**config.mk**
```make
export PLATFORM = sky130hd
export DESIGN_NAME = outputPort
export DESIGN_NICKNAME = d
export VERILOG_FILES = /design/src/design/nocPkg.sv /design/src/design/arbPkg.sv /design/src/design/portReqIf.sv /design/src/design/outputPort.sv /design/src/design/flitForward.sv /design/src/design/portArbiter.sv /design/src/design/timerBank.sv
export SDC_FILE = /design/constraint.sdc
export NUM_CORES = 1
export LEC_CHECK = 0
export ABC_CLOCK_PERIOD_IN_PS = 6500
export BUFFER_PORTS_ARGS = -buffer_cell sky130_fd_sc_hd__buf_4
export CAP_MARGIN = 30
export CORE_MARGIN = 4
export CORE_UTILIZATION = 54
export CTS_BUF_LIST = sky130_fd_sc_hd__clkbuf_16
export CTS_CLUSTER_DIAMETER = 100
export DETAILED_ROUTE_END_ITERATION = 8
export GPL_TIMING_DRIVEN = 0
export PLACE_DENSITY = 0.92
export SKIP_CTS_REPAIR_TIMING = 1
export SLEW_MARGIN = 20
export SYNTH_ARGS = -nofsm -noshare
export SYNTH_HDL_FRONTEND = slang
export SYNTH_SLANG_ARGS = --single-unit
```
**constraint.sdc**
```tcl
create_clock -name clk -period 6.5 [get_ports clk]
set_input_delay 0.325 -clock clk [delete_from_list [all_inputs] [get_ports clk]]
set_output_delay 0.325 -clock clk [all_outputs]
set_load 0.005 [all_outputs]
```
**src/design/nocPkg.sv**
```systemverilog
package nocPkg;

  localparam int NumPorts = 5;
  localparam int FlitWidth = 32;
  localparam int LenWidth = 12;

  // Kind code sent alongside each flit; only headers carry a valid length.
  typedef enum logic [2:0]
  {
    KindIdle   = 3'd0,
    KindHeader = 3'd1,
    KindBody   = 3'd2,
    KindTail   = 3'd3
  } flitKind_e;

  // Port numbering; it also sets the fixed scan order out of idle.
  typedef enum logic [2:0]
  {
    PortL = 3'd0,
    PortN = 3'd1,
    PortE = 3'd2,
    PortW = 3'd3,
    PortS = 3'd4
  } portId_e;

endpackage
```
**src/design/arbPkg.sv**
```systemverilog
package arbPkg;

  localparam int StateWidth = nocPkg::NumPorts + 1;
  localparam int GrantWidth = nocPkg::NumPorts;

  // One-hot states. Bit 0 is idle and bit p+1 grants port p.
  typedef enum logic [StateWidth-1:0]
  {
    ArbIdle   = 6'b000001,
    ArbGrantL = 6'b000010,
    ArbGrantN = 6'b000100,
    ArbGrantE = 6'b001000,
    ArbGrantW = 6'b010000,
    ArbGrantS = 6'b100000
  } arbState_e;

endpackage

```
**src/design/portReqIf.sv**
```systemverilog
`timescale 1ns/1ps

interface portReqIf;

  logic [nocPkg::NumPorts-1:0] req;
  nocPkg::flitKind_e kind [nocPkg::NumPorts];
  logic [nocPkg::LenWidth-1:0] length [nocPkg::NumPorts];
  logic [nocPkg::FlitWidth-1:0] data [nocPkg::NumPorts];

  modport source
  (
    output req,
    output kind,
    output length,
    output data
  );

  modport sink
  (
    input req,
    input kind,
    input length,
    input data
  );

endinterface

```
**src/design/outputPort.sv**
```systemverilog
`timescale 1ns/1ps

module outputPort
(
  input  logic clk,
  input  logic rst,
  input  logic [nocPkg::NumPorts-1:0] req,
  input  nocPkg::flitKind_e kind [nocPkg::NumPorts],
  input  logic [nocPkg::LenWidth-1:0] length [nocPkg::NumPorts],
  input  logic [nocPkg::FlitWidth-1:0] data [nocPkg::NumPorts],
  output logic [arbPkg::GrantWidth-1:0] grant,
  output logic [nocPkg::FlitWidth-1:0] outFlit,
  output logic outValid
);

  logic [nocPkg::NumPorts-1:0] runTimer;
  logic [nocPkg::NumPorts-1:0] timesUp;

  portReqIf reqBus ();

  // Input ports feed the shared request bundle.
  assign reqBus.req = req;
  assign reqBus.kind = kind;
  assign reqBus.length = length;
  assign reqBus.data = data;

  portArbiter arb0
  (
    .clk      (clk),
    .rst      (rst),
    .reqs     (reqBus.sink),
    .timesUp  (timesUp),
    .runTimer (runTimer),
    .grant    (grant)
  );

  timerBank timers0
  (
    .clk      (clk),
    .rst      (rst),
    .reqs     (reqBus.sink),
    .runTimer (runTimer),
    .timesUp  (timesUp)
  );

  flitForward fwd0
  (
    .clk      (clk),
    .rst      (rst),
    .reqs     (reqBus.sink),
    .grant    (grant),
    .outFlit  (outFlit),
    .outValid (outValid)
  );

endmodule

```
**src/design/flitForward.sv**
```systemverilog
`timescale 1ns/1ps

module flitForward
(
  input  logic clk,
  input  logic rst,
  portReqIf.sink reqs,
  input  logic [arbPkg::GrantWidth-1:0] grant,
  output logic [nocPkg::FlitWidth-1:0] outFlit,
  output logic outValid
);

  logic [nocPkg::FlitWidth-1:0] selData;
  logic selReq;

  // One-hot mux, so OR-ing the masked inputs picks the granted port.
  always_comb
  begin
    selData = '0;
    selReq = 1'b0;
    for (int p = int'(nocPkg::PortL); p <= int'(nocPkg::PortS); p++)
    begin
      if (grant[p])
      begin
        selData |= reqs.data[p];
        selReq |= reqs.req[p];
      end
    end
  end

  always_ff @(posedge clk)
  begin
    if (rst)
    begin
      outValid <= 1'b0;
    end
    else
    begin
      outValid <= selReq;
    end
  end

  always_ff @(posedge clk)
  begin
    if (selReq)
    begin
      outFlit <= selData; // Holds the last flit when nothing is forwarded.
    end
  end

  assert property (@(posedge clk) disable iff (rst) (grant == '0) |=> !outValid)
    else $error("outValid raised after an idle cycle");

endmodule

```
**src/design/portArbiter.sv**
```systemverilog
`timescale 1ns/1ps

module portArbiter
(
  input  logic clk,
  input  logic rst,
  portReqIf.sink reqs,
  input  logic [nocPkg::NumPorts-1:0] timesUp,
  output logic [nocPkg::NumPorts-1:0] runTimer,
  output logic [arbPkg::GrantWidth-1:0] grant
);

  arbPkg::arbState_e state;
  arbPkg::arbState_e stateNext;
  nocPkg::portId_e curPort;
  logic granted;

  function automatic arbPkg::arbState_e stateFor(input int unsigned p);
    return arbPkg::arbState_e'({{(arbPkg::StateWidth-1){1'b0}}, 1'b1} << (p + 1));
  endfunction

  always_ff @(posedge clk)
  begin
    if (rst)
    begin
      state <= arbPkg::ArbIdle;
    end
    else
    begin
      state <= stateNext;
    end
  end

  // Port currently owning the output.
  always_comb
  begin
    granted = 1'b1;
    curPort = nocPkg::PortL;
    case (state)
      arbPkg::ArbGrantL: curPort = nocPkg::PortL;
      arbPkg::ArbGrantN: curPort = nocPkg::PortN;
      arbPkg::ArbGrantE: curPort = nocPkg::PortE;
      arbPkg::ArbGrantW: curPort = nocPkg::PortW;
      arbPkg::ArbGrantS: curPort = nocPkg::PortS;
      default: granted = 1'b0; // Idle or an illegal code.
    endcase
  end

  always_comb
  begin : nextStateLogic
    int unsigned base;
    int unsigned firstOff;
    int unsigned idx;
    logic found;
    base = 0;
    firstOff = 0;
    idx = 0;
    found = 1'b0;
    stateNext = arbPkg::ArbIdle; // Illegal codes fall back here.
    runTimer = '0;
    if (granted && reqs.req[curPort] && !timesUp[curPort])
    begin
      stateNext = state;
      runTimer[curPort] = 1'b1;
    end
    else if (granted || (state == arbPkg::ArbIdle))
    begin
      // From idle scan L first; on release start after the owner and skip it.
      if (granted)
      begin
        base = int'(curPort);
        firstOff = 1;
      end
      for (int off = 0; off < nocPkg::NumPorts; off++)
      begin
        if ((off >= firstOff) && !found)
        begin
          idx = (base + off) % nocPkg::NumPorts;
          if (reqs.req[idx])
          begin
            found = 1'b1;
            stateNext = stateFor(idx);
          end
        end
      end
    end
  end

  assign grant = granted ? ({{(arbPkg::GrantWidth-1){1'b0}}, 1'b1} << curPort) : '0;

  // Grants are one-hot and go only to ports that requested a cycle earlier.
  assert property (@(posedge clk) disable iff (rst)
    $onehot0(grant) && ((grant & ~$past(reqs.req)) == '0))
    else $error("grant %b is not one-hot or lacks a request", grant);

  // A timer runs only for the owner, and the owner keeps the output next cycle.
  assert property (@(posedge clk) disable iff (rst)
    (runTimer != '0) |=> ($stable(grant) && (($past(runTimer) & ~grant) == '0)))
    else $error("runTimer %b outside grant %b", runTimer, grant);

endmodule

```
**src/design/timerBank.sv**
```systemverilog
`timescale 1ns/1ps

module timerBank
(
  input  logic clk,
  input  logic rst,
  portReqIf.sink reqs,
  input  logic [nocPkg::NumPorts-1:0] runTimer,
  output logic [nocPkg::NumPorts-1:0] timesUp
);

  for (genvar p = 0; p < nocPkg::NumPorts; p++)
  begin : genTimer
    logic [nocPkg::LenWidth-1:0] limit;
    logic [nocPkg::LenWidth-1:0] count;

    always_ff @(posedge clk)
    begin
      if (rst)
      begin
        limit <= '0;
        count <= '0;
      end
      else
      begin
        if (reqs.kind[p] == nocPkg::KindHeader)
        begin
          limit <= reqs.length[p]; // A new header re-arms the hold limit.
        end
        if (runTimer[p])
        begin
          count <= count + 1'b1;
        end
        else
        begin
          count <= '0; // Count restarts whenever the port is not holding.
        end
      end
    end

    assign timesUp[p] = (count == limit);

    // The arbiter releases on timesUp, so a hold within an unchanged limit
    // never steps past that limit.
    assert property (@(posedge clk) disable iff (rst)
      (runTimer[p] && (count <= limit) && (reqs.kind[p] != nocPkg::KindHeader))
      |=> (count <= limit))
      else $error("timer %0d ran past its limit", p);
  end

endmodule

```
; Word-level counts from Yosys, hierarchy flattened
; Index checks and enable logic that the tools add are counted.
[op_classes]
add_sub_neg = 14
div = 5
n_lt_le_gt_ge = 12
eq_ne = 16
shift = 6
mux = 65
bitwise = 13
reduce_logical = 19
[op_table]
columns = cell, n
row1 = 32-bit two-way mux, 9
row2 = "32-bit by 1-bit adder with 32-bit output, second input constant", 6
row3 = "32-bit by 4-bit less-than comparator with 1-bit output, second input constant", 5
row4 = "32-bit by 3-bit modulo with 32-bit output, second input constant", 5
row5 = "1-bit by 32-bit << shifter with 6-bit output, first input constant", 5
row6 = 32-bit OR, 4
row7 = 6-bit two-way mux, 13
row8 = "32-bit by 2-bit adder with 32-bit output, second input constant", 2
row9 = "1-bit by 32-bit greater-or-equal comparator with 1-bit output, first input constant", 2
row10 = "2-bit by 32-bit greater-or-equal comparator with 1-bit output, first input constant", 2
row11 = "12-bit by 1-bit adder with 12-bit output, second input constant", 5
row12 = 12-bit == test, 5
row13 = "32-bit by 3-bit adder with 32-bit output, second input constant", 1
row14 = "3-bit by 32-bit greater-or-equal comparator with 1-bit output, first input constant", 1
row15 = 1-bit two-way mux, 31
row16 = 1-bit binary-select mux with 3-bit select, 7
row17 = "3-bit by 1-bit == test with 1-bit output, second input constant", 5
row18 = 3-bit one-hot mux with 4 select lines, 1
row19 = 5-bit two-way mux, 2
row20 = 2-bit OR reduction, 5
row21 = 1-bit logical AND, 7
row22 = "6-bit by 1-bit == test with 1-bit output, second input constant", 1
row23 = "6-bit by 2-bit == test with 1-bit output, second input constant", 1
row24 = "6-bit by 3-bit == test with 1-bit output, second input constant", 1
row25 = other kinds (13), 24
[word_totals]
register_bits = 159
input_bits = 242
output_inout_bits = 38
elab_cells = 163

; Longest topological paths before layout
[depth]
ltp_word = 33
depth_mapped = 25
mapped_depth_nobuf = 21

; By module
; Synthesis repeated with hierarchy kept, for this count alone.
[unflattened]
hier_cells = 1223
area_unflattened_um2 = 10795.4
[modules_own_cells]
columns = mod, n_inst, cells_each, area_per_inst_um2, seq_area_each_um2
row1 = timerBank, 1, 565, 5382.7, 2402.3
row2 = portArbiter, 1, 505, 3567.2, 120.1
row3 = flitForward, 1, 153, 1845.5, 980.9

; Least setup slack after synthesis
; OpenSTA, ideal clock, no wires.
[synth_path]
path_type = reg-to-reg
start = register arb0.state[0]
end = register arb0.state[3]
setup_time_ns = 0.074
arrival_time_ns = 5.257
t_required_ns = 6.426
path_slack_ns = 1.169
stages_incl_launch_ff = 23
n_path_buf = 7
synth_period_minus_slack_ns = 5.331
cell_sequence = dfxtp_1 buf_6 or4_1 clkbuf_1 or2_1 buf_6 inv_1 ha_1 buf_2 clkbuf_1 clkbuf_1 clkbuf_1 ha_1 inv_1 a31o_2 o211ai_2 mux2i_1 ha_1 a21boi_0 o221ai_1 or4_1 a221o_1 a31oi_1
[synth_via]
elab_chain_len = 32
elab_cells_between_ends = 94
cone_classes = 9 x add/sub / 5 x div / 5 x order compare / 6 x eq/ne / 5 x shift / 51 x mux / 13 x reduce/logical
[synth_lines]
columns = element, line
row1 = "start, declared", portArbiter.sv:13  ; arbPkg::arbState_e state;
row2 = "start signal, assigned", portArbiter.sv:26  ; state <= arbPkg::ArbIdle;
row3 = "start signal, assigned", portArbiter.sv:30  ; state <= stateNext;
row4 = branches (longest 32 deep; another with 32-bit by 1-bit adder with 32-bit output), -
; Parallel ways; which one is timed is not known. The select of a mux whose other input is x is not followed.
; A chain may end at the register's enable or synchronous reset.

; Worst setup path after layout
; Same ends and word-level chain as after synthesis.

==> run metrics <==
status finished clean; DRC viols 0; Starting Density 55.7%; most frequent cells in the layout buf_4, nor2_1, dfxtp_1; reg2reg setup slack 0.30 ns; fin nets 1,750; met3 usage in global routing 6.83%; critical path class reg2reg; count of final max-slew check failures 0; worst r2r src arb0.state[0]$_SDFFE_PP1N_; ys flop type dfxtp_1; placed insts 1,684; Final Skew 0.0152 ns; Worst Hold Class in2reg; initial DRC count 1,485; Synth-to-Final Area Change 29.4%; final worst path period share 95.4%; gr usage total 32.3%; r2r worst-path depth 22; Hold Path Cell Cnt 3; Synth cell types 95; Placed Area 12,600 sq um; first-pass GRT wire length 55,700 microns; die span in y 145 microns; Fin Hold WS 0.128 ns; met2 Usage GRT 53.3%; FFs w/ async S/R, synth 0%; WHS Endpoint timers0.genTimer[2].limit[11]$_SDFFE_PP0N_; busiest layer in global routing met2; multi-input logic area 6310 sq um; wire length per cell 21.0 microns; minimum clock period 6.20 ns; most common cell after layout, fill and taps aside buf_4; Worst Path Max Fanout 15; first-pass iteration count of the detailed router 8; Core Box Area 18,300 sq um; share of post-route cells with drive strength above 1 24.8%; Mapped Nets 1,451; Vias per Instance 6.24; total routed wirelength 36,000 microns; Yosys reg bits 159; Post-Syn Instances 1,175; ant diodes 0; vias in the first global route 10,400; CTS Buffer Depth 2; WP data required 6.85 ns; Post-Synthesis Cell Area 10,200 sq um; Die ar. 21,100 sq um; vias 10,700; number of routed nets with antenna violations 0; Critical Path Source Type register; Slew Limit Headroom 38.2%; synthesized area per cell 8.66 sq um; Max Cap Viol 0; Leakage 5.75 nW; M1 GR Usage 42.0%; PwrDens 275 nW/um^2; Rows 49; Critical R2R Capture arb0.state[3]$_SDFFE_PP0N_; peak supply drop 0.000271 V; final instance area 13,200 sq um; clk root buf clkbuf_16; RSZ-0062 raised after global routing no; critical path data arrival time 6.55 ns; Worst setup EP type register; Min-Delay Startpoint length[35]; Die Width 145 microns; CTS H-tree depth 4; HPWL after detailed placement 26,900 microns; register area 3500 sq um; Layout Cells excl Fill 1,715; total power 3.62 mW; clk sinks 159; initial antenna violation count 0; worst setup slack after layout 0.299 ns; worst slew pin tran 0.925 ns; total grt overflow 0; pre-CTS setup slack -0.0158 ns; filler cell count 1,267; largest net degree at the start of global routing 27; # port buffers 279; register area share after synthesis 34.4%; endpoints failing setup 0; # IOs 280; CTS tree built; clk slew on worst S/H paths 0.06 ns; gpl congestion 1.01; total CTS buffers 17; Max Clk Rate 161 MHz; Hold Fails Final Rpt 0; yosys warns 0; Post-synth EDFFs 32; clock insertion delay at the later pin of the skew report 0.44 ns
registers in the layout, indices dropped and copies added (netlist names):
signal                  flops
arb0.state                  6
fwd0.outFlit               32
fwd0.outValid               1
timers0.genTimer.count     60
timers0.genTimer.limit     60
layout make-up:
| type | instances | area share (%) |
|---|---|---|
| well taps | 229 | 2.18 |
| clock buffers | 18 | 3.42 |
| clock inverters | 13 | 0.684 |
| multi-input cells | 921 | 48.0 |
| flip-flops and latches | 159 | 26.6 |
| inverters | 35 | 0.998 |
| repair buffers | 281 | 16.2 |
| plain buffers | 59 | 1.97 |
through the flow:
step / utilization, % / TNS, ns
5_1_grt: 72.0 / 0
3_3_place_gp: 68.7 / 0
4_1_cts: 71.9 / -0.0455
2_1_floorplan: - / 0
6_report: 72.0 / 0
3_5_place_dp: 69.0 / -0.0158
cells by family (layout without fill, tap and decap cells):
kind of cell	after synthesis	in the layout	synth area share [%]
AOI/OAI and AO/OA	227	227	16.0
xor gates and xnor gates	125	125	11.1
and+or+nand+nor	455	455	22.4
adders and majority gates	34	34	4.18
buffers and inverters	95	406	3.82
DFF	159	159	34.4
muxes	80	80	8.03
worst max-delay path by stage:
| stage | start | to | slack [ns] | depth (start not counted) |
|---|---|---|---|---|
| after floorplan | arb0.state[0]$_SDFFE_PP1N_ | arb0.state[3]$_SDFFE_PP0N_ | 1.17 | 22 |
| after global placement | arb0.state[5]$_SDFFE_PP0N_ | arb0.state[3]$_SDFFE_PP0N_ | 0.07 | 21 |
| after detailed placement | arb0.state[0]$_SDFFE_PP1N_ | arb0.state[3]$_SDFFE_PP0N_ | -0.02 | 24 |
| after CTS | arb0.state[0]$_SDFFE_PP1N_ | arb0.state[3]$_SDFFE_PP0N_ | -0.05 | 24 |
| after global routing | arb0.state[5]$_SDFFE_PP0N_ | arb0.state[3]$_SDFFE_PP0N_ | 0.002 | 21 |
| final | arb0.state[0]$_SDFFE_PP1N_ | arb0.state[3]$_SDFFE_PP0N_ | 0.30 | 22 |
Yosys cell counts (8+ instances only):
cell | instances | area [sq um]
o21ai_0 | 29 | 145
buf_2 | 8 | 40.0
nand3_1 | 80 | 400
mux2i_1 | 72 | 721
nor2b_1 | 12 | 75.1
xnor2_1 | 37 | 324
nand4_1 | 14 | 87.6
xor2_1 | 84 | 736
inv_1 | 29 | 109
dfxtp_1 | 127 | 2540
nand2_1 | 71 | 267
nor2_1 | 154 | 578
edfxtp_1 | 32 | 961
and3_1 | 28 | 175
nor3_1 | 19 | 95.1
ha_1 | 34 | 425
clkbuf_1 | 43 | 161
nor4_1 | 19 | 119
a31oi_1 | 8 | 50.1
a22oi_1 | 68 | 510
a21oi_1 | 29 | 145
routing by layer:
metal / wire [microns] / part of all wire [%] / vias to the layer above
met2: 17000 / 47 / 719
met5: 0 / 0 / -
met4: 1260 / 3.5 / 0
met1: 14200 / 40 / 4993
met3: 3490 / 9.7 / 125
li1: - / - / 4858
critical path, stage by stage, from the launching register on:
cell      delay [ns]
dfxtp_1         0.31
buf_6           0.13
or4_1           0.49
clkbuf_1        0.19
or2_1           0.28
buf_6           0.18
inv_1           0.21
ha_1            0.29
buf_2           0.26
clkbuf_2        0.28
clkbuf_4        0.28
clkbuf_1        0.11
ha_1            0.28
inv_1           0.14
a31o_2          0.29
o211ai_2        0.18
mux2i_2         0.36
ha_2            0.30
a21boi_0        0.25
o221ai_1        0.24
or4_1           0.55
a221o_1         0.33
a31oi_1         0.15
report_power, final:
group	switching (mW)	total (mW)	internal, mW
Clock	0.420	0.928	0.508
Combinational	0.947	1.58	0.634
Sequential	0.0287	1.11	1.08
No activity file was read; power rests on OpenSTA's default activity.
